`config.mk`:
```
export PLATFORM = sky130hd
export DESIGN_NAME = wb_arbiter_flat
export DESIGN_NICKNAME = d
export VERILOG_FILES = /design/src/calsoc_pkg.sv /design/src/wb_if.sv /design/src/wb_arbiter.sv /design/src/flat_wrapper.sv
export SDC_FILE = /design/constraint.sdc
export NUM_CORES = 1
export LEC_CHECK = 0
export BUFFER_PORTS_ARGS = -buffer_cell sky130_fd_sc_hd__buf_4
export CORE_AREA = 2 2 122 124
export CTS_CLUSTER_SIZE = 30
export DETAILED_ROUTE_END_ITERATION = 8
export DIE_AREA = 0 0 124 126
export SETUP_SLACK_MARGIN = 0.5
export SLEW_MARGIN = 10
export SYNTH_ARGS = -nofsm -noshare
export SYNTH_HDL_FRONTEND = slang
export SYNTH_SLANG_ARGS = --single-unit
```
`constraint.sdc`:
```
create_clock -name wb_clk_i -period 1.3 [get_ports wb_clk_i]
set_clock_uncertainty 0.05 [all_clocks]
set_input_delay 0.065 -clock wb_clk_i [delete_from_list [all_inputs] [get_ports wb_clk_i]]
set_output_delay 0.065 -clock wb_clk_i [all_outputs]
set_load 0.01 [all_outputs]
```
`src/calsoc_pkg.sv`:
```
package calsoc_pkg;

	////////////////////////////////////////
	// Wishbone bus types
	////////////////////////////////////////

	// Byte address as seen on the bus
	typedef logic [31:0] wb_adr_t;

	// One bus data word
	typedef logic [31:0] wb_dat_t;

	// Byte enables, one per byte lane
	typedef logic [3:0]  wb_sel_t;

	////////////////////////////////////////
	// Address map
	////////////////////////////////////////

	// Region base addresses
	localparam wb_adr_t RAM_BASE    = 32'h0000_0000;
	localparam wb_adr_t MU_BASE     = 32'h0100_0000;

	// Top byte selects the region, the rest is the offset inside it
	localparam wb_adr_t REGION_MASK = 32'hFF00_0000;

endpackage

```
`src/wb_if.sv`:
```
`timescale 1ns/1ps

interface wb_if;
	import calsoc_pkg::*;

	// Master to slave
	logic    cyc;
	logic    stb;
	logic    we;
	wb_adr_t adr;
	wb_dat_t dat_m2s;
	wb_sel_t sel;

	// Slave to master
	wb_dat_t dat_s2m;
	logic    ack;
	logic    err;

	modport master (
		output cyc, stb, we, adr, dat_m2s, sel,
		input  dat_s2m, ack, err
	);

	modport slave (
		input  cyc, stb, we, adr, dat_m2s, sel,
		output dat_s2m, ack, err
	);

endinterface

```
`src/wb_arbiter.sv`:
```
`timescale 1ns/1ps

module wb_arbiter (
	input logic  wb_clk_i,
	input logic  rst_n_i,
	wb_if.slave  host_m,
	wb_if.slave  mu_m,
	wb_if.master bus_o
);

	// Grant, 0 is the host and 1 the measure unit
	logic gnt_q;
	logic gnt_d;
	// Master that held the bus most recently
	logic last_q;
	// Cycle line of the master that owns the bus now
	logic own_cyc;

	assign own_cyc = gnt_q ? mu_m.cyc : host_m.cyc;

	// Re-arbitrate only while the owner is idle
	always_comb begin
		gnt_d = gnt_q;
		if (!own_cyc) begin
			if (host_m.cyc && mu_m.cyc)
				gnt_d = ~last_q;
			else if (host_m.cyc)
				gnt_d = 1'b0;
			else if (mu_m.cyc)
				gnt_d = 1'b1;
		end
	end

	always_ff @(posedge wb_clk_i) begin
		if (!rst_n_i) begin
			gnt_q  <= 1'b0;
			last_q <= 1'b1;	// host wins the first tie
		end else begin
			gnt_q <= gnt_d;
			if (own_cyc)
				last_q <= gnt_q;
		end
	end

	////////////////////////////////////////
	// Request mux
	////////////////////////////////////////
	assign bus_o.cyc     = own_cyc;
	assign bus_o.stb     = gnt_q ? mu_m.stb     : host_m.stb;
	assign bus_o.we      = gnt_q ? mu_m.we      : host_m.we;
	assign bus_o.adr     = gnt_q ? mu_m.adr     : host_m.adr;
	assign bus_o.dat_m2s = gnt_q ? mu_m.dat_m2s : host_m.dat_m2s;
	assign bus_o.sel     = gnt_q ? mu_m.sel     : host_m.sel;

	// Responses go back to the owner only
	assign host_m.ack     = bus_o.ack & ~gnt_q;
	assign host_m.err     = bus_o.err & ~gnt_q;
	assign host_m.dat_s2m = gnt_q ? '0 : bus_o.dat_s2m;
	assign mu_m.ack       = bus_o.ack & gnt_q;
	assign mu_m.err       = bus_o.err & gnt_q;
	assign mu_m.dat_s2m   = gnt_q ? bus_o.dat_s2m : '0;

endmodule

```
`src/flat_wrapper.sv`:
```
// flat-port wrapper written by rule: the top's interface ports become plain ports
module wb_arbiter_flat 
  (wb_clk_i, rst_n_i, host_m_cyc, host_m_stb, host_m_we, host_m_adr, host_m_dat_m2s, host_m_sel, host_m_dat_s2m, host_m_ack, host_m_err, mu_m_cyc, mu_m_stb, mu_m_we, mu_m_adr, mu_m_dat_m2s, mu_m_sel, mu_m_dat_s2m, mu_m_ack, mu_m_err, bus_o_cyc, bus_o_stb, bus_o_we, bus_o_adr, bus_o_dat_m2s, bus_o_sel, bus_o_dat_s2m, bus_o_ack, bus_o_err);
  wb_if host_m_i ();
  wb_if mu_m_i ();
  wb_if bus_o_i ();
  input logic wb_clk_i;
  input logic rst_n_i;
  input wire logic [$bits(host_m_i.cyc)-1:0] host_m_cyc;
  input wire logic [$bits(host_m_i.stb)-1:0] host_m_stb;
  input wire logic [$bits(host_m_i.we)-1:0] host_m_we;
  input wire logic [$bits(host_m_i.adr)-1:0] host_m_adr;
  input wire logic [$bits(host_m_i.dat_m2s)-1:0] host_m_dat_m2s;
  input wire logic [$bits(host_m_i.sel)-1:0] host_m_sel;
  output wire logic [$bits(host_m_i.dat_s2m)-1:0] host_m_dat_s2m;
  output wire logic [$bits(host_m_i.ack)-1:0] host_m_ack;
  output wire logic [$bits(host_m_i.err)-1:0] host_m_err;
  input wire logic [$bits(mu_m_i.cyc)-1:0] mu_m_cyc;
  input wire logic [$bits(mu_m_i.stb)-1:0] mu_m_stb;
  input wire logic [$bits(mu_m_i.we)-1:0] mu_m_we;
  input wire logic [$bits(mu_m_i.adr)-1:0] mu_m_adr;
  input wire logic [$bits(mu_m_i.dat_m2s)-1:0] mu_m_dat_m2s;
  input wire logic [$bits(mu_m_i.sel)-1:0] mu_m_sel;
  output wire logic [$bits(mu_m_i.dat_s2m)-1:0] mu_m_dat_s2m;
  output wire logic [$bits(mu_m_i.ack)-1:0] mu_m_ack;
  output wire logic [$bits(mu_m_i.err)-1:0] mu_m_err;
  output wire logic [$bits(bus_o_i.cyc)-1:0] bus_o_cyc;
  output wire logic [$bits(bus_o_i.stb)-1:0] bus_o_stb;
  output wire logic [$bits(bus_o_i.we)-1:0] bus_o_we;
  output wire logic [$bits(bus_o_i.adr)-1:0] bus_o_adr;
  output wire logic [$bits(bus_o_i.dat_m2s)-1:0] bus_o_dat_m2s;
  output wire logic [$bits(bus_o_i.sel)-1:0] bus_o_sel;
  input wire logic [$bits(bus_o_i.dat_s2m)-1:0] bus_o_dat_s2m;
  input wire logic [$bits(bus_o_i.ack)-1:0] bus_o_ack;
  input wire logic [$bits(bus_o_i.err)-1:0] bus_o_err;
  assign host_m_i.cyc = host_m_cyc;
  assign host_m_i.stb = host_m_stb;
  assign host_m_i.we = host_m_we;
  assign host_m_i.adr = host_m_adr;
  assign host_m_i.dat_m2s = host_m_dat_m2s;
  assign host_m_i.sel = host_m_sel;
  assign host_m_dat_s2m = host_m_i.dat_s2m;
  assign host_m_ack = host_m_i.ack;
  assign host_m_err = host_m_i.err;
  assign mu_m_i.cyc = mu_m_cyc;
  assign mu_m_i.stb = mu_m_stb;
  assign mu_m_i.we = mu_m_we;
  assign mu_m_i.adr = mu_m_adr;
  assign mu_m_i.dat_m2s = mu_m_dat_m2s;
  assign mu_m_i.sel = mu_m_sel;
  assign mu_m_dat_s2m = mu_m_i.dat_s2m;
  assign mu_m_ack = mu_m_i.ack;
  assign mu_m_err = mu_m_i.err;
  assign bus_o_cyc = bus_o_i.cyc;
  assign bus_o_stb = bus_o_i.stb;
  assign bus_o_we = bus_o_i.we;
  assign bus_o_adr = bus_o_i.adr;
  assign bus_o_dat_m2s = bus_o_i.dat_m2s;
  assign bus_o_sel = bus_o_i.sel;
  assign bus_o_i.dat_s2m = bus_o_dat_s2m;
  assign bus_o_i.ack = bus_o_ack;
  assign bus_o_i.err = bus_o_err;
  wb_arbiter u_core (.wb_clk_i(wb_clk_i), .rst_n_i(rst_n_i), .host_m(host_m_i), .mu_m(mu_m_i), .bus_o(bus_o_i));
endmodule
```
==> impl_metrics.csv <==
group,metric,value,unit
run_status,status,"complete, no violations",
floorplan,io_pins,317,
pwr,powerDensity,421,nW/um^2
yosys,synth.most_common_cell,"mux2_2",
timing,period_share,97.1,%
routing,wirelength,10600,um
worst_setup_path,crit_slowest_cell,"dfxtp_4",
final_layout,diodes,0,
floorplan,core-area,14300,um^2
global_route,grt_pass1_wl,13700,um
final_layout,area.sequential,23.8,um^2
yosys,syn-cell-area,1400,um^2
worst_setup_path,cp_data_required_time,1.19,ns
pwr,swShare,35.0,%
placement,numPlacedInstances,659,
pwr,comb_power_share,98.2,%
pwr,clockPowerShare,0,%
global_route,grt_pass1_vias,2635,
yosys,synthArstFlopShare,0,%
final_layout,design_area,4770,um^2
worst_setup_path,endpoint_kind,"primary output",
pwr,irDropWorstVdd,0.184,mV
yosys,yosys.area.top_type_share,49.1,%
placement,dp_slack,-0.0285,ns
routing,dr.pass1.iters,4,
routing,wl_per_cell,15.8,um
pwr,net-switching-power,703,uW
final_layout,area_growth,241,%
yosys,synth-main-ff-cell,"dfxtp_1",
yosys,synthTopCellsByCount,"mux2_2, nor2b_1, and2_1",
final_layout,regMostFlops,"u_core.gnt_q",
cts,cts_hold_buf,0,
yosys,ys_warn_count,0,
pwr,fin_total_pwr,2.01,mW
floorplan,fp.dieH,126,um
placement,io_buffers,316,
timing,period_needed,1.26,ns
final_layout,nets,665,
floorplan,die_area,15600,um^2
yosys,ys_types,12,
floorplan,die_x,124,um
timing,fin_ws,0.0377,ns
placement,postPlaceCellArea,4220,um^2
yosys,ys_ff_latch,1,
worst_setup_path,crit_family,"buffers and inverters",
placement,dpl.hpwl,8540,um
final_layout,final_cells,669,
worst_setup_path,path_buf_inv,3,
yosys,syn_area_per_cell,8.69,um^2
worst_setup_path,crit_path_cell_trace,"buf_12 > buf_8 > mux2_4 > buf_4",
worst_setup_path,path_max_fanout,8,
routing,initialDrtViolationCount,53,
job,maxCapViolCount,0,
final_layout,multi_input_area,1610,um^2
pwr,sequentialPowerShare,1.8,%
yosys,synth_cells,161,
worst_setup_path,critPathLaunchType,"flop",
routing,viasPerCell,3.79,
global_route,track_usage,11.2,%
timing,hold_violations,0,
timing,setup_viol,0,
worst_setup_path,crit_path_max_incr_delay,0.34,ns
global_route,antenna_found_initial,0,
yosys,seq_area_frac_synth,1.43,%
timing,slew_headroom,91.1,%
final_layout,fill_cells,1484,
final_layout,drive_above_1_share,91.5,%
yosys,synth_nets,339,
timing,worst_slew_pin_slew,0.134,ns
final_layout,largest_reg_flops,1,
final_layout,top_regs,"u_core.gnt_q x1",
hold_path,min_path_type,"in -> reg",
timing,rsz0062_at_grt,"yes",
global_route,grt_max_degree,15,
timing,fmax,792,MHz
routing,num_vias,2535,
floorplan,rows,44,
global_route,grt-ovfl-total,0,
placement,routabilityCongestion,0.806,
cts,clock_latency,0,ns
timing,drv_slew,0,
yosys,synth.area.top_cells,"mux2_2, nor2b_1, and2_1",
yosys,synth_edf_count,0,
worst_setup_path,path_class,"reg -> out",
floorplan,start_util,9.77,%
worst_setup_path,worstPathArrival,1.15,ns
cts,clkTransAtPathRegs,0,ns
yosys,netlist.top_cell.by_area,"mux2_2",
routing,drc,0,
routing,ant_nets,0,
pwr,p_int,1.31,mW
pwr,total_leakage_power,2.53,nW
-- worst min-delay path, cell delays in order --
cell and delay [ns]:
buf_4 0.11, nand2_1 0.05, o21ai_1 0.05
-- path summary, 6_finish.rpt --
| check | from | to | slack [ns] | depth (start not counted) |
|---|---|---|---|---|
| hold / removal | rst_n_i | u_core.gnt_q$_SDFFE_PN0P_ | 0.28 | 3 |
| hold reg to reg | u_core.gnt_q$_SDFFE_PN0P_ | u_core.gnt_q$_SDFFE_PN0P_ | 0.77 | 4 |
| setup / recovery | u_core.gnt_q$_SDFFE_PN0P_ | bus_o_we | 0.04 | 4 |
| setup reg to reg | u_core.gnt_q$_SDFFE_PN0P_ | u_core.gnt_q$_SDFFE_PN0P_ | 0.31 | 4 |
-- power groups by stage --
stage               registers (mW)  clock network (mW)  logic (mW)
floorplan                   0.0348                   0       0.688
global placement            0.0449                   0        1.66
detailed placement          0.0461                   0        1.68
CTS                         0.0361                   0        1.84
global route                0.0367                   0        2.09
finish                      0.0362                   0        1.97
-- cells in the final DEF (no fill, tap or decap) --
| cell | n |
|---|---|
| a21o_1 | 1 |
| and2_1 | 33 |
| and2_4 | 1 |
| buf_12 | 5 |
| buf_16 | 4 |
| buf_4 | 286 |
| buf_6 | 39 |
| buf_8 | 4 |
| clkbuf_16 | 2 |
| dfxtp_4 | 1 |
| mux2_2 | 29 |
| mux2_4 | 41 |
| nand2_1 | 1 |
| nand3b_1 | 1 |
| nor2b_1 | 4 |
| nor2b_2 | 8 |
| nor2b_4 | 24 |
| o21ai_1 | 1 |
-- per-stage QoR --
step / hold WS [ns] / util (%) / TNS (ns)
2_1_floorplan: 0.154 / - / 0
5_1_grt: 0.333 / 33.3 / 0
3_5_place_dp: 0.287 / 29.5 / -0.0527
4_1_cts: 0.291 / 31.3 / 0
6_report: 0.284 / 33.3 / 0
3_3_place_gp: 0.260 / 29.5 / 0
-- layer usage --
metal  vias to the layer above  part of all wire (%)  GRT usage, %
li1                       1193                     -             -
met2                       166                    53          22.4
met5                         -                     0             0
met1                      1174                    38          13.2
met3                         2                   9.2          1.40
met4                         0                  0.23         0.198
-- cells by family (layout without fill, tap and decap cells) --
family	count (synthesis)	in the layout	share of synthesized area [%]
buf+inv	16	340	6.80
simple gates	72	72	32.1
compound gates	2	2	0.894
mux	70	70	58.8
flops	1	1	1.43
-- layout make-up --
cell class	instances	share of cell area, %
Tap cell	184	4.83
Multi-Input combinational cell	144	33.7
Sequential cell	1	0.499
Timing Repair Buffer	340	61.0
-- repair_timing --
action                     4_1_cts  5_1_grt
buffers inserted                 5        0
cloned                           3        2
pin swaps                        0        0
gates resized for setup         36       61
setup endpoints to repair      140      140
Note: power is estimated with default switching activity, not from simulation.
