--- config.mk ---
export PLATFORM = sky130hd
export DESIGN_NAME = wb_decoder_flat
export DESIGN_NICKNAME = d
export VERILOG_FILES = /design/src/calsoc_pkg.sv /design/src/mu_pkg.sv /design/src/wb_if.sv /design/src/wb_decoder.sv /design/src/flat_wrapper.sv
export SDC_FILE = /design/constraint.sdc
export NUM_CORES = 1
export LEC_CHECK = 0
export BUFFER_PORTS_ARGS = -buffer_cell sky130_fd_sc_hd__buf_4
export CELL_PAD_IN_SITES_DETAIL_PLACEMENT = 1
export CELL_PAD_IN_SITES_GLOBAL_PLACEMENT = 1
export CORE_ASPECT_RATIO = 1.1
export CORE_MARGIN = 10
export CORE_UTILIZATION = 15
export CTS_CLUSTER_SIZE = 28
export DETAILED_ROUTE_END_ITERATION = 16
export GPL_ROUTABILITY_DRIVEN = 0
export PLACE_DENSITY = 0.9
export SYNTH_ARGS = -nofsm -noshare
export SYNTH_HDL_FRONTEND = slang
export SYNTH_SLANG_ARGS = --single-unit
--- constraint.sdc ---
create_clock -name wb_clk_i -period 2 [get_ports wb_clk_i]
set_clock_uncertainty 0.05 [all_clocks]
set_input_delay 0.2 -clock wb_clk_i [delete_from_list [all_inputs] [get_ports wb_clk_i]]
set_output_delay 0.2 -clock wb_clk_i [all_outputs]
set_load 0.02 [all_outputs]
--- src/calsoc_pkg.sv ---
package calsoc_pkg;

	////////////////////////////////////////
	// Wishbone bus types
	////////////////////////////////////////

	// Byte address as seen on the bus
	typedef logic [31:0] wb_adr_t;

	// One bus data word
	typedef logic [31:0] wb_dat_t;

	// Byte enables, one per byte lane
	typedef logic [3:0]  wb_sel_t;

	////////////////////////////////////////
	// Address map
	////////////////////////////////////////

	// Region base addresses
	localparam wb_adr_t RAM_BASE    = 32'h0000_0000;
	localparam wb_adr_t MU_BASE     = 32'h0100_0000;

	// Top byte selects the region, the rest is the offset inside it
	localparam wb_adr_t REGION_MASK = 32'hFF00_0000;

endpackage

--- src/mu_pkg.sv ---
package mu_pkg;

	// Comparator threshold code, goes to the DAC as is
	typedef logic [15:0] thr_t;

	// Number of points in one sweep
	typedef logic [15:0] cnt_t;

	////////////////////////////////////////
	// Register byte offsets
	////////////////////////////////////////
	localparam logic [31:0] REG_CTRL   = 32'h00;	// bit 0 starts a sweep
	localparam logic [31:0] REG_START  = 32'h04;
	localparam logic [31:0] REG_STEP   = 32'h08;
	localparam logic [31:0] REG_COUNT  = 32'h0C;
	localparam logic [31:0] REG_DEST   = 32'h10;	// RAM byte address of result 0
	localparam logic [31:0] REG_STATUS = 32'h14;	// bit 0 busy, bit 1 done

	// Result word bit that carries the comparator sample
	localparam int RESULT_CMP_BIT = 31;

	// Sweep sequencer states
	typedef enum logic [2:0] {
		IDLE,
		SET,
		SETTLE,
		WRITE,
		DONE
	} mu_state_e;

endpackage

--- src/wb_if.sv ---
`timescale 1ns/1ps

interface wb_if;
	import calsoc_pkg::*;

	// Master to slave
	logic    cyc;
	logic    stb;
	logic    we;
	wb_adr_t adr;
	wb_dat_t dat_m2s;
	wb_sel_t sel;

	// Slave to master
	wb_dat_t dat_s2m;
	logic    ack;
	logic    err;

	modport master (
		output cyc, stb, we, adr, dat_m2s, sel,
		input  dat_s2m, ack, err
	);

	modport slave (
		input  cyc, stb, we, adr, dat_m2s, sel,
		output dat_s2m, ack, err
	);

endinterface

--- src/wb_decoder.sv ---
`timescale 1ns/1ps

module wb_decoder #(
	parameter int RAM_WORDS = 256
) (
	input logic  wb_clk_i,
	input logic  rst_n_i,
	wb_if.slave  bus_i,
	wb_if.master ram_o,
	wb_if.master reg_o
);
	import calsoc_pkg::*;
	import mu_pkg::*;

	localparam wb_adr_t RAM_BYTES = wb_adr_t'(RAM_WORDS * 4);

	wb_adr_t ofs;
	logic    ram_hit;
	logic    reg_hit;
	logic    req;
	logic    err_q;

	////////////////////////////////////////
	// Region match
	////////////////////////////////////////
	assign ofs     = bus_i.adr & ~REGION_MASK;
	assign ram_hit = ((bus_i.adr & REGION_MASK) == RAM_BASE) && (ofs < RAM_BYTES);
	assign reg_hit = ((bus_i.adr & REGION_MASK) == MU_BASE) && (ofs <= REG_STATUS);
	assign req     = bus_i.cyc && bus_i.stb;

	// Only the selected slave sees the cycle
	assign ram_o.cyc     = bus_i.cyc & ram_hit;
	assign ram_o.stb     = bus_i.stb & ram_hit;
	assign ram_o.we      = bus_i.we;
	assign ram_o.adr     = bus_i.adr;
	assign ram_o.dat_m2s = bus_i.dat_m2s;
	assign ram_o.sel     = bus_i.sel;

	assign reg_o.cyc     = bus_i.cyc & reg_hit;
	assign reg_o.stb     = bus_i.stb & reg_hit;
	assign reg_o.we      = bus_i.we;
	assign reg_o.adr     = bus_i.adr;
	assign reg_o.dat_m2s = bus_i.dat_m2s;
	assign reg_o.sel     = bus_i.sel;

	// Unmapped address, answer with a one-cycle err
	always_ff @(posedge wb_clk_i) begin
		if (!rst_n_i)
			err_q <= 1'b0;
		else
			err_q <= req && !ram_hit && !reg_hit && !err_q;
	end

	////////////////////////////////////////
	// Response mux
	////////////////////////////////////////
	assign bus_i.ack     = ram_o.ack | reg_o.ack;
	assign bus_i.err     = err_q | ram_o.err | reg_o.err;
	assign bus_i.dat_s2m = ram_hit ? ram_o.dat_s2m :
	                       reg_hit ? reg_o.dat_s2m : '0;

endmodule

--- src/flat_wrapper.sv ---
// flat-port wrapper written by rule: the top's interface ports become plain ports
module wb_decoder_flat import calsoc_pkg::*; import mu_pkg::*;
#(
	parameter int RAM_WORDS = 256
)
  (wb_clk_i, rst_n_i, bus_i_cyc, bus_i_stb, bus_i_we, bus_i_adr, bus_i_dat_m2s, bus_i_sel, bus_i_dat_s2m, bus_i_ack, bus_i_err, ram_o_cyc, ram_o_stb, ram_o_we, ram_o_adr, ram_o_dat_m2s, ram_o_sel, ram_o_dat_s2m, ram_o_ack, ram_o_err, reg_o_cyc, reg_o_stb, reg_o_we, reg_o_adr, reg_o_dat_m2s, reg_o_sel, reg_o_dat_s2m, reg_o_ack, reg_o_err);
  wb_if bus_i_i ();
  wb_if ram_o_i ();
  wb_if reg_o_i ();
  input logic wb_clk_i;
  input logic rst_n_i;
  input wire logic [$bits(bus_i_i.cyc)-1:0] bus_i_cyc;
  input wire logic [$bits(bus_i_i.stb)-1:0] bus_i_stb;
  input wire logic [$bits(bus_i_i.we)-1:0] bus_i_we;
  input wire logic [$bits(bus_i_i.adr)-1:0] bus_i_adr;
  input wire logic [$bits(bus_i_i.dat_m2s)-1:0] bus_i_dat_m2s;
  input wire logic [$bits(bus_i_i.sel)-1:0] bus_i_sel;
  output wire logic [$bits(bus_i_i.dat_s2m)-1:0] bus_i_dat_s2m;
  output wire logic [$bits(bus_i_i.ack)-1:0] bus_i_ack;
  output wire logic [$bits(bus_i_i.err)-1:0] bus_i_err;
  output wire logic [$bits(ram_o_i.cyc)-1:0] ram_o_cyc;
  output wire logic [$bits(ram_o_i.stb)-1:0] ram_o_stb;
  output wire logic [$bits(ram_o_i.we)-1:0] ram_o_we;
  output wire logic [$bits(ram_o_i.adr)-1:0] ram_o_adr;
  output wire logic [$bits(ram_o_i.dat_m2s)-1:0] ram_o_dat_m2s;
  output wire logic [$bits(ram_o_i.sel)-1:0] ram_o_sel;
  input wire logic [$bits(ram_o_i.dat_s2m)-1:0] ram_o_dat_s2m;
  input wire logic [$bits(ram_o_i.ack)-1:0] ram_o_ack;
  input wire logic [$bits(ram_o_i.err)-1:0] ram_o_err;
  output wire logic [$bits(reg_o_i.cyc)-1:0] reg_o_cyc;
  output wire logic [$bits(reg_o_i.stb)-1:0] reg_o_stb;
  output wire logic [$bits(reg_o_i.we)-1:0] reg_o_we;
  output wire logic [$bits(reg_o_i.adr)-1:0] reg_o_adr;
  output wire logic [$bits(reg_o_i.dat_m2s)-1:0] reg_o_dat_m2s;
  output wire logic [$bits(reg_o_i.sel)-1:0] reg_o_sel;
  input wire logic [$bits(reg_o_i.dat_s2m)-1:0] reg_o_dat_s2m;
  input wire logic [$bits(reg_o_i.ack)-1:0] reg_o_ack;
  input wire logic [$bits(reg_o_i.err)-1:0] reg_o_err;
  assign bus_i_i.cyc = bus_i_cyc;
  assign bus_i_i.stb = bus_i_stb;
  assign bus_i_i.we = bus_i_we;
  assign bus_i_i.adr = bus_i_adr;
  assign bus_i_i.dat_m2s = bus_i_dat_m2s;
  assign bus_i_i.sel = bus_i_sel;
  assign bus_i_dat_s2m = bus_i_i.dat_s2m;
  assign bus_i_ack = bus_i_i.ack;
  assign bus_i_err = bus_i_i.err;
  assign ram_o_cyc = ram_o_i.cyc;
  assign ram_o_stb = ram_o_i.stb;
  assign ram_o_we = ram_o_i.we;
  assign ram_o_adr = ram_o_i.adr;
  assign ram_o_dat_m2s = ram_o_i.dat_m2s;
  assign ram_o_sel = ram_o_i.sel;
  assign ram_o_i.dat_s2m = ram_o_dat_s2m;
  assign ram_o_i.ack = ram_o_ack;
  assign ram_o_i.err = ram_o_err;
  assign reg_o_cyc = reg_o_i.cyc;
  assign reg_o_stb = reg_o_i.stb;
  assign reg_o_we = reg_o_i.we;
  assign reg_o_adr = reg_o_i.adr;
  assign reg_o_dat_m2s = reg_o_i.dat_m2s;
  assign reg_o_sel = reg_o_i.sel;
  assign reg_o_i.dat_s2m = reg_o_dat_s2m;
  assign reg_o_i.ack = reg_o_ack;
  assign reg_o_i.err = reg_o_err;
  wb_decoder #(.RAM_WORDS(RAM_WORDS)) u_core (.wb_clk_i(wb_clk_i), .rst_n_i(rst_n_i), .bus_i(bus_i_i), .ram_o(ram_o_i), .reg_o(reg_o_i));
endmodule
==> impl_results.md <==
* Gate Count Post-Synth at 270
* Routed Antenna Nets at 0
* YS warnings at 0
* Main synth FF type: dfxtp_1
* WHS at around 0.35 ns
* Max reg flops at 1
* Violated checks: setup timing
* Leak Pwr at 1.41 nW
* Pwr Total at approximately 0.53 mW
* Core box area at ~11000 µm²
* Largest registers: u_core.err_q: 1 flops
* Starting density of the core at 0.153
* Fmax at roughly 450 MHz
* Vias at slightly below 2000
* Pin count of the biggest net entering global routing at 36
* WP data required at between 1.5 and 2 ns
* R2R setup slack at around 1.3 ns
* Worst hold path endpoint: ram_o_dat_m2s[6]
* Fraction of layout cells with a size suffix above 1 at 0.762
* First-pass GRT wire length at approximately 13000 µm
* DR DRC count at 0
* Worst Setup SP: bus_i_adr[12]
* Syn_nets at about 410
* Number of diodes at 0
* 1st-iter DRT viols at 36
* Detailed Route WL at between 9000 and 10000 µm
* Die Wd at 123 µm
* Hold Crit Class: in -> out
* Async SR Flop Fraction at 0
* Total Nets Final at 500
* Setup ws final at -0.218 ns
* RSZ-0062 raised after global routing: yes
* Peak VDD IR at 59.0 µV
* Register area share after synthesis at 0.0114
* Min Tclk post-route at ~2.2 ns
* Worst-Skew Late Latency at 0 ns
* Netlist cell types at 19
* Post-Syn Area at 1750 µm²
* Pwr/cell area at around 180 nW/µm²
* Die Area at ~16000 µm²
* DR vias/cell at 3.92
* Antenna violations before repair at 1
* CP Launch Type: primary input
* R2r endpoint: u_core.err_q
* Worst-margin pin slew at 0.370 ns
* Post-layout util at 0.263
* Pre-Repair DR Iteration Count at 4
* Final setup viols at 37
* Filler instances at around 1400
* Worst R2R Start: u_core.err_q
* WS Path Type: in -> out
* Height of the die at ~130 µm
* Dpl cells at 503
* Row count at between 40 and 50
* Synthesized area per cell at 6.49 µm²
* Final HPWL DP at between 8000 and 9000 µm
* Vias in the first global route at 2258
* Yosys reg bits at 1
* Biggest register: u_core.err_q
* Worst hold start: bus_i_dat_m2s[6]
* EDFF count, synth at 0
* Period utilisation layout at 1.11
* IO buf count at between 200 and 250
* Max-slew violations at 0
* Hold Path Stages at 0
* CP Max Fanout at 11
* P&R area growth vs syn at 72.0%
* Final Hold Vio Count at 0
* DR WL/cell at 19.0 µm
* Crit. End Element: output port
* Finished Layout Cells at just over 500
* Post-Place Setup Slack at -0.520 ns
* Reg2Reg Depth at 2
* I/O pins at between 300 and 400
* Worst EP arrival at approximately 2.0 ns
* Status: finished with violations
* GRT Residual Overflow at 0
* Rel. slew slack at 0.753
* Global Route Usage Sum at 0.0997
* Max cap viols at 0
[per-stage QoR]
stage	area (µm²)	setup TNS, ns
3_5_place_dp	2690	-16.84
5_1_grt	3010	-9.10
6_report	3010	-6.00
2_1_floorplan	1830	-0.313
4_1_cts	2950	-6.39
3_3_place_gp	2690	-16.97
[worst max path at each step]
stage / to / slack (ns)
after CTS: bus_i_dat_s2m[20] / -0.21
after global routing: bus_i_dat_s2m[12] / -0.31
after detailed placement: bus_i_dat_s2m[20] / -0.52
after global placement: bus_i_dat_s2m[26] / -0.52
final: bus_i_dat_s2m[30] / -0.22
after floorplan: reg_o_cyc / -0.11
[cell usage in the layout (no fill, tap or decap), types with 3 or more instances in the layout]
| master | Yosys | layout |
|---|---|---|
| nor2b_1 | 33 | 33 |
| nor4_4 | 0 | 3 |
| nor2_2 | 0 | 15 |
| nor2_4 | 0 | 16 |
| a21oi_1 | 32 | 32 |
| nor3_1 | 5 | 5 |
| buf_12 | 0 | 4 |
| inv_1 | 3 | 3 |
| buf_4 | 138 | 200 |
| buf_6 | 4 | 30 |
[power by group]
group | switching, mW | leakage [nW] | total, mW | internal (mW)
clock network | 0 | 0 | 0 | 0
registers | 0.000458 | 0.00820 | 0.0216 | 0.0212
logic | 0.236 | 1.40 | 0.508 | 0.271
total | 0.237 | 1.41 | 0.529 | 0.293
[metal layers]
layer | global-route usage | share of wire | up-vias
li1 | - | - | 896
met1 | 0.0828 | 0.30 | 894
met2 | 0.197 | 0.52 | 167
met3 | 0.0571 | 0.16 | 29
met4 | 0.0175 | 0.021 | 0
met5 | 0 | 0 | -
[cell type report]
| cell class | instances | area, µm² | share of cell area |
|---|---|---|---|
| sequential | 1 | 20.0 | 0.00664 |
| multi-input combinational | 117 | 820 | 0.272 |
| tap | 150 | 188 | 0.0623 |
| inverter | 3 | 11.3 | 0.00374 |
| timing repair buffer | 236 | 1970 | 0.655 |
[repair_timing]
action	in CTS	in global routing
hold buffers	0	0
buffers inserted	1	1
gates resized for setup	43	13
pin swaps	10	0
cloned	2	0
setup endpoints to repair	37	37
[logic make-up (layout without fill, tap and decap cells)]
logic type | after synthesis | after routing | share of synthesized area
and+or+nand+nor | 82 | 82 | 0.245
DFF | 1 | 1 | 0.0114
AOI/OAI and AO/OA | 35 | 35 | 0.105
buffers and inverters | 152 | 239 | 0.639
[Yosys cell counts, types with 2 or more instances]
cell type    n  area share
nor3b_1      2      0.0086
or4_1        2      0.0086
nor4_1       4       0.014
nor3_1       5       0.014
nor2_1      32       0.069
clkbuf_1     7       0.015
buf_6        4       0.026
buf_4      138        0.59
nor2b_1     33        0.12
inv_1        3      0.0064
a21oi_1     32       0.091
[critical path, cell delays in order]
cell and delay (ns):
buf_4 0.11, or4_1 0.52, or4_4 0.54, buf_12 0.17
buf_12 0.15, nor2_2 0.13, buf_6 0.13
Power figures use the tool's default switching activity.
