### config.mk
export PLATFORM = sky130hd
export DESIGN_NAME = measure_unit_flat
export DESIGN_NICKNAME = d
export VERILOG_FILES = /design/src/calsoc_pkg.sv /design/src/mu_pkg.sv /design/src/wb_if.sv /design/src/measure_unit.sv /design/src/flat_wrapper.sv
export SDC_FILE = /design/constraint.sdc
export NUM_CORES = 1
export LEC_CHECK = 0
export ABC_AREA = 1
export ABC_CLOCK_PERIOD_IN_PS = 5200
export BUFFER_PORTS_ARGS = -buffer_cell sky130_fd_sc_hd__buf_2
export CORE_ASPECT_RATIO = 0.6
export CORE_MARGIN = 2
export CORE_UTILIZATION = 60
export DETAILED_ROUTE_END_ITERATION = 10
export GPL_TIMING_DRIVEN = 1
export PLACE_DENSITY = 0.86
export SKIP_CTS_REPAIR_TIMING = 1
export SLEW_MARGIN = 40
export SYNTH_ARGS = -nofsm -noshare
export SYNTH_HDL_FRONTEND = slang
export SYNTH_SLANG_ARGS = --single-unit
### constraint.sdc
create_clock -name wb_clk_i -period 5.2 [get_ports wb_clk_i]
set_input_delay 0.78 -clock wb_clk_i [delete_from_list [all_inputs] [get_ports wb_clk_i]]
set_output_delay 0.78 -clock wb_clk_i [all_outputs]
set_load 0.01 [all_outputs]
### src/calsoc_pkg.sv
package calsoc_pkg;

	////////////////////////////////////////
	// Wishbone bus types
	////////////////////////////////////////

	// Byte address as seen on the bus
	typedef logic [31:0] wb_adr_t;

	// One bus data word
	typedef logic [31:0] wb_dat_t;

	// Byte enables, one per byte lane
	typedef logic [3:0]  wb_sel_t;

	////////////////////////////////////////
	// Address map
	////////////////////////////////////////

	// Region base addresses
	localparam wb_adr_t RAM_BASE    = 32'h0000_0000;
	localparam wb_adr_t MU_BASE     = 32'h0100_0000;

	// Top byte selects the region, the rest is the offset inside it
	localparam wb_adr_t REGION_MASK = 32'hFF00_0000;

endpackage

### src/mu_pkg.sv
package mu_pkg;

	// Comparator threshold code, goes to the DAC as is
	typedef logic [15:0] thr_t;

	// Number of points in one sweep
	typedef logic [15:0] cnt_t;

	////////////////////////////////////////
	// Register byte offsets
	////////////////////////////////////////
	localparam logic [31:0] REG_CTRL   = 32'h00;	// bit 0 starts a sweep
	localparam logic [31:0] REG_START  = 32'h04;
	localparam logic [31:0] REG_STEP   = 32'h08;
	localparam logic [31:0] REG_COUNT  = 32'h0C;
	localparam logic [31:0] REG_DEST   = 32'h10;	// RAM byte address of result 0
	localparam logic [31:0] REG_STATUS = 32'h14;	// bit 0 busy, bit 1 done

	// Result word bit that carries the comparator sample
	localparam int RESULT_CMP_BIT = 31;

	// Sweep sequencer states
	typedef enum logic [2:0] {
		IDLE,
		SET,
		SETTLE,
		WRITE,
		DONE
	} mu_state_e;

endpackage

### src/wb_if.sv
`timescale 1ns/1ps

interface wb_if;
	import calsoc_pkg::*;

	// Master to slave
	logic    cyc;
	logic    stb;
	logic    we;
	wb_adr_t adr;
	wb_dat_t dat_m2s;
	wb_sel_t sel;

	// Slave to master
	wb_dat_t dat_s2m;
	logic    ack;
	logic    err;

	modport master (
		output cyc, stb, we, adr, dat_m2s, sel,
		input  dat_s2m, ack, err
	);

	modport slave (
		input  cyc, stb, we, adr, dat_m2s, sel,
		output dat_s2m, ack, err
	);

endinterface

### src/measure_unit.sv
`timescale 1ns/1ps

module measure_unit #(
	parameter int SETTLE_CYCLES = 4
) (
	input  logic         wb_clk_i,
	input  logic         rst_n_i,
	wb_if.slave          regs_i,
	wb_if.master         bus_o,
	input  logic         cmp_i,
	output mu_pkg::thr_t dac_code_o,
	output logic         busy_o
);
	import calsoc_pkg::*;
	import mu_pkg::*;

	localparam int SW = $clog2(SETTLE_CYCLES + 1);

	// Register file
	thr_t      start_q;
	thr_t      step_q;
	cnt_t      count_q;
	wb_adr_t   dest_q;
	logic      done_q;

	// Register port
	wb_adr_t   ofs;
	wb_dat_t   rd_dat;
	wb_dat_t   wr_dat;
	wb_dat_t   reg_dat_q;
	logic      reg_ack_q;
	logic      reg_req;
	logic      reg_wr;
	logic      start_req;

	// Sequencer
	mu_state_e state_q;
	logic [SW-1:0] settle_q;
	cnt_t      idx_q;
	thr_t      thr_q;
	thr_t      dac_q;
	wb_dat_t   res_d;
	wb_dat_t   res_q;
	wb_adr_t   wr_adr_q;

	function automatic wb_dat_t merge_bytes(wb_dat_t old_v, wb_dat_t new_v, wb_sel_t sel);
		wb_dat_t v;
		v = old_v;
		for (int b = 0; b < 4; b++) begin
			if (sel[b])
				v[8*b +: 8] = new_v[8*b +: 8];
		end
		return v;
	endfunction

	////////////////////////////////////////
	// Register block
	////////////////////////////////////////
	assign ofs       = regs_i.adr & ~REGION_MASK;
	assign reg_req   = regs_i.cyc && regs_i.stb && !reg_ack_q;
	assign reg_wr    = reg_req && regs_i.we;
	assign wr_dat    = merge_bytes(rd_dat, regs_i.dat_m2s, regs_i.sel);
	// Start is honoured only from idle
	assign start_req = reg_wr && (ofs == REG_CTRL) && wr_dat[0] && (state_q == IDLE);

	always_comb begin
		case (ofs)
			REG_START:  rd_dat = wb_dat_t'(start_q);
			REG_STEP:   rd_dat = wb_dat_t'(step_q);
			REG_COUNT:  rd_dat = wb_dat_t'(count_q);
			REG_DEST:   rd_dat = dest_q;
			REG_STATUS: rd_dat = {30'h0, done_q, busy_o};
			default:    rd_dat = '0;
		endcase
	end

	always_ff @(posedge wb_clk_i) begin
		if (!rst_n_i) begin
			reg_ack_q <= 1'b0;
			start_q   <= '0;
			step_q    <= '0;
			count_q   <= '0;
			dest_q    <= '0;
		end else begin
			reg_ack_q <= reg_req;
			if (reg_wr) begin
				case (ofs)
					REG_START: start_q <= wr_dat[15:0];
					REG_STEP:  step_q  <= wr_dat[15:0];
					REG_COUNT: count_q <= wr_dat[15:0];
					REG_DEST:  dest_q  <= wr_dat;
					default: ;
				endcase
			end
		end
	end

	always_ff @(posedge wb_clk_i) begin
		if (reg_req)
			reg_dat_q <= rd_dat;
	end

	assign regs_i.dat_s2m = reg_dat_q;
	assign regs_i.ack     = reg_ack_q;
	assign regs_i.err     = 1'b0;

	////////////////////////////////////////
	// Sweep sequencer
	////////////////////////////////////////

	// Threshold in the low half, comparator sample on top
	always_comb begin
		res_d = '0;
		res_d[15:0] = thr_q;
		res_d[RESULT_CMP_BIT] = cmp_i;
	end

	always_ff @(posedge wb_clk_i) begin
		if (!rst_n_i) begin
			state_q  <= IDLE;
			settle_q <= '0;
			idx_q    <= '0;
			thr_q    <= '0;
			dac_q    <= '0;
			done_q   <= 1'b0;
		end else begin
			case (state_q)
				IDLE: begin
					if (start_req) begin
						done_q  <= 1'b0;
						idx_q   <= '0;
						thr_q   <= start_q;
						state_q <= (count_q == '0) ? DONE : SET;
					end
				end
				SET: begin
					dac_q    <= thr_q;
					settle_q <= '0;
					state_q  <= SETTLE;
				end
				SETTLE: begin
					settle_q <= settle_q + 1'b1;
					if (settle_q == SW'(SETTLE_CYCLES - 1))
						state_q <= WRITE;
				end
				WRITE: begin
					// Either response ends the transfer
					if (bus_o.ack || bus_o.err) begin
						idx_q <= idx_q + 1'b1;
						if (idx_q + 16'd1 == count_q) begin
							state_q <= DONE;
						end else begin
							thr_q   <= thr_q + step_q;
							state_q <= SET;
						end
					end
				end
				DONE: begin
					done_q  <= 1'b1;
					state_q <= IDLE;
				end
				default: state_q <= IDLE;
			endcase
		end
	end

	// Result and its address are frozen for the whole bus transfer
	always_ff @(posedge wb_clk_i) begin
		if (state_q == SETTLE && settle_q == SW'(SETTLE_CYCLES - 1)) begin
			res_q    <= res_d;
			wr_adr_q <= dest_q + (wb_adr_t'(idx_q) << 2);
		end
	end

	// Master side, one single write per point
	assign bus_o.cyc     = (state_q == WRITE);
	assign bus_o.stb     = (state_q == WRITE);
	assign bus_o.we      = 1'b1;
	assign bus_o.adr     = wr_adr_q;
	assign bus_o.dat_m2s = res_q;
	assign bus_o.sel     = '1;

	assign dac_code_o = dac_q;
	assign busy_o     = (state_q == SET) || (state_q == SETTLE) || (state_q == WRITE);

endmodule

### src/flat_wrapper.sv
// flat-port wrapper written by rule: the top's interface ports become plain ports
module measure_unit_flat import calsoc_pkg::*; import mu_pkg::*;
#(
	parameter int SETTLE_CYCLES = 4
)
  (wb_clk_i, rst_n_i, cmp_i, dac_code_o, busy_o, regs_i_cyc, regs_i_stb, regs_i_we, regs_i_adr, regs_i_dat_m2s, regs_i_sel, regs_i_dat_s2m, regs_i_ack, regs_i_err, bus_o_cyc, bus_o_stb, bus_o_we, bus_o_adr, bus_o_dat_m2s, bus_o_sel, bus_o_dat_s2m, bus_o_ack, bus_o_err);
  wb_if regs_i_i ();
  wb_if bus_o_i ();
  input  logic wb_clk_i;
  input  logic rst_n_i;
  input  logic cmp_i;
  output mu_pkg::thr_t dac_code_o;
  output logic busy_o;
  input wire logic [$bits(regs_i_i.cyc)-1:0] regs_i_cyc;
  input wire logic [$bits(regs_i_i.stb)-1:0] regs_i_stb;
  input wire logic [$bits(regs_i_i.we)-1:0] regs_i_we;
  input wire logic [$bits(regs_i_i.adr)-1:0] regs_i_adr;
  input wire logic [$bits(regs_i_i.dat_m2s)-1:0] regs_i_dat_m2s;
  input wire logic [$bits(regs_i_i.sel)-1:0] regs_i_sel;
  output wire logic [$bits(regs_i_i.dat_s2m)-1:0] regs_i_dat_s2m;
  output wire logic [$bits(regs_i_i.ack)-1:0] regs_i_ack;
  output wire logic [$bits(regs_i_i.err)-1:0] regs_i_err;
  output wire logic [$bits(bus_o_i.cyc)-1:0] bus_o_cyc;
  output wire logic [$bits(bus_o_i.stb)-1:0] bus_o_stb;
  output wire logic [$bits(bus_o_i.we)-1:0] bus_o_we;
  output wire logic [$bits(bus_o_i.adr)-1:0] bus_o_adr;
  output wire logic [$bits(bus_o_i.dat_m2s)-1:0] bus_o_dat_m2s;
  output wire logic [$bits(bus_o_i.sel)-1:0] bus_o_sel;
  input wire logic [$bits(bus_o_i.dat_s2m)-1:0] bus_o_dat_s2m;
  input wire logic [$bits(bus_o_i.ack)-1:0] bus_o_ack;
  input wire logic [$bits(bus_o_i.err)-1:0] bus_o_err;
  assign regs_i_i.cyc = regs_i_cyc;
  assign regs_i_i.stb = regs_i_stb;
  assign regs_i_i.we = regs_i_we;
  assign regs_i_i.adr = regs_i_adr;
  assign regs_i_i.dat_m2s = regs_i_dat_m2s;
  assign regs_i_i.sel = regs_i_sel;
  assign regs_i_dat_s2m = regs_i_i.dat_s2m;
  assign regs_i_ack = regs_i_i.ack;
  assign regs_i_err = regs_i_i.err;
  assign bus_o_cyc = bus_o_i.cyc;
  assign bus_o_stb = bus_o_i.stb;
  assign bus_o_we = bus_o_i.we;
  assign bus_o_adr = bus_o_i.adr;
  assign bus_o_dat_m2s = bus_o_i.dat_m2s;
  assign bus_o_sel = bus_o_i.sel;
  assign bus_o_i.dat_s2m = bus_o_dat_s2m;
  assign bus_o_i.ack = bus_o_ack;
  assign bus_o_i.err = bus_o_err;
  measure_unit #(.SETTLE_CYCLES(SETTLE_CYCLES)) u_core (.wb_clk_i(wb_clk_i), .rst_n_i(rst_n_i), .regs_i(regs_i_i), .bus_o(bus_o_i), .cmp_i(cmp_i), .dac_code_o(dac_code_o), .busy_o(busy_o));
endmodule
==> flow_summary.toml <==
[worst_setup_path]
crit_start = "u_core.idx_q[0]"
cp_slowest_cell = "dfxtp_1"
end_kind = "flop"
reg2reg_from = "u_core.idx_q[0]"
crit_path_max_fanout = 7
critPathLaunchType = "flop"
critical_path_class = "flop to flop"
crit_buf_inv = 1
cp_slowest_stage_delay_ps = 460
arrival_ps = 3870
worstPathRequired_ps = 5450
critPathTopFamily = "simple AND/OR/NAND/NOR gates"
path_cells = "ha_1 -> inv_1 -> fa_1 -> nand3b_1 -> nand2_1 -> a21oi_1 -> o21bai_1 -> a21oi_1 -> o21ai_0 -> nand2_1 -> nor2_1 -> nand3_1 -> and2_1"

[final_layout]
drive_gt1_frac = 0.157
fin_nets = 1723
layout-area-overhead-vs-synth_pct = 15.0
fillers = 1389
postLayoutCellArea_um2 = 12900
n_antenna_cell = 0

[synth]
synth_edf_count = 81
yosys-top-cells-area = "dfxtp_1 24%, edfxtp_1 22%, nand2_1 9.1%"
synth_warnings = 0
netlist.area_leader.share = 0.242
ys_seq_area_frac = 0.458
yosys.area.top_type = "dfxtp_1"
syn_area_per_cell_um2 = 7.89
synth_cells = 1426
synth_seq_cells = 217
synthFlopType = "dfxtp_1"
synthArstFlopShare = 0
yosysUniqueCellTypes = 48
synth_area_um2 = 11300

[sta]
rsz0062_at_grt = "no"
fin_skew_ps = 15.2
fmax_ghz = 0.276
worstMarginPinSlew_ps = 681
finalHoldViolCount = 0
drv_slew = 0
setup_violations = 0
period_needed_ps = 3620
setup_tns_ps = 0
fin_crit_sh = 0.696
timing.slew.headroom = 0.546
final.setup.worst_slack_ps = 1580

[clocking]
cts_buffers = 20
clockBufferDepth = 3
cts_max_level = 1
clock_latency_ps = 510
cts.sinks = 217
cts_tree = "done"
cts_root_buf = "clkbuf_16"
clk_pin_slew_worst_paths_ps = 70

[global_routing]
grt_pass1_vias = 9615
overflow = 0
grt_first_pass_wirelength_mm = 49.5
antenna_found_initial = 0
grt_max_degree = 69
track_usage = 0.310

[detailed_routing]
vias = 10900
first_iter_violations = 1525
totalWireLength_mm = 31.6
ant_nets = 0
viasPerCell = 5.93
firstDrtPassIters = 5
routedWlPerCell_um = 17.3
route.detailed.drc = 0

[floorplanning]
start_util = 0.618
rows = 38
ios = 230
core_um2 = 18200
die-area_um2 = 19900
die_x_um = 181
fp.dieH_um = 110

[placement]
post-place-ws_ps = 1510
port_buffers = 168
post-dp-hpwl_mm = 22.5
place_congestion = 0.933
placed_cell_area_um2 = 12200

[hold_path]
min_from = "u_core.dac_code_o[11]"
hp-class = "flop to flop"

[power]
powerDensity_nw_per_um2 = 269
power_mw = 3.49
peakVddDrop_uv = 203
leakagePower_nw = 5.50

[run]
cap_violations = 0

[run_status]
status = "complete, no violations"
-- logic make-up after synthesis --
kind of cell / Yosys count / synth area share
other: 2 / 0.000667
multiplexers: 1 / 0.000889
AND/OR/NAND/NOR: 553 / 0.215
buffers and inverters: 244 / 0.0904
XOR/XNOR: 35 / 0.0272
flip-flops: 217 / 0.458
AO/OA/AOI/OAI: 338 / 0.167
adder cells (fa/ha/maj): 36 / 0.0413
-- final cells by class --
| type | count | area [µm²] | share of cell area |
|---|---|---|---|
| inverter | 171 | 644 | 0.0498 |
| multi-input combinational | 984 | 5160 | 0.399 |
| clock buffer | 27 | 568 | 0.0439 |
| tap | 240 | 300 | 0.0232 |
| sequential | 217 | 5150 | 0.398 |
| clock inverter | 9 | 144 | 0.0111 |
| timing repair buffer | 185 | 968 | 0.0748 |
-- synthesized netlist by cell type, types with 4 or more instances --
master,instances
nand2_1,273
inv_1,166
a21oi_1,155
nand3_1,137
dfxtp_1,136
o21ai_0,119
nor2_1,92
edfxtp_1,81
clkbuf_1,38
ha_1,34
buf_4,23
xor2_1,23
a221oi_1,16
xnor2_1,12
nor3_1,11
nor4_1,9
a21oi_2,7
buf_2,6
nand4_1,6
nor2_2,6
o21bai_1,6
a22o_1,5
buf_1,5
o21ai_1,5
a21o_1,4
o211ai_1,4
-- cell usage in the layout (no fill, tap or decap), drive strengths merged, types with 23 or more instances in the layout --
cell / instances
nand2: 277
buf: 185
inv: 169
a21oi: 162
nand3: 139
dfxtp: 136
o21ai: 124
nor2: 101
edfxtp: 81
ha: 34
clkbuf: 27
xor2: 23
-- final timing paths --
path,slack (ps),to,cells after the start
worst max register to register,1580,u_core.bus_o.adr[28],13
worst min-delay path,460,u_core.dac_code_o[11],2
worst min register to register,460,u_core.dac_code_o[11],2
worst max-delay path,1580,u_core.bus_o.adr[28],13
-- routing by layer --
layer  part of all wire  wire length, µm  vias to the layer above  GRT usage
met3               0.12             3690                       64     0.0585
met4              0.020              630                        0     0.0789
met2               0.43            13500                      726      0.474
met1               0.44            13800                     5003      0.456
met5                  0                0                        -          0
li1                   -                -                     5079          -
-- worst register-to-register path, delay by kind of cell (launching register included) --
| family | cells | cell delay [ps] |
|---|---|---|
| compound gates | 4 | 980 |
| fa+ha+maj | 2 | 650 |
| simple gates | 6 | 1210 |
| flops | 1 | 460 |
| buf+inv | 1 | 70 |
-- state kept, by name, indices dropped and copies added, names as in the netlist --
name                   cells
u_core.bus_o.adr          32
u_core.bus_o.dat_m2s      17
u_core.count_q            16
u_core.dac_code_o         16
u_core.dest_q             32
u_core.done_q              1
u_core.idx_q              16
u_core.regs_i.ack          1
u_core.regs_i.dat_s2m     32
u_core.settle_q            3
u_core.start_q            16
u_core.state_q             3
u_core.step_q             16
u_core.thr_q              16
-- through the flow --
step           utilization  instances  hold WS, ps
6_report             0.711       1833          460
5_1_grt              0.711       1833          463
4_1_cts              0.711       1833          458
3_5_place_dp         0.672       1797          452
3_3_place_gp         0.672       1797          421
2_1_floorplan            -       1445          408
-- power breakdown --
part	internal, mW	switching [mW]
clock	0.967	0.652
sequential	1.76	0.00198
combinational	0.0332	0.0755
Note: power is estimated with default switching activity, not from simulation.
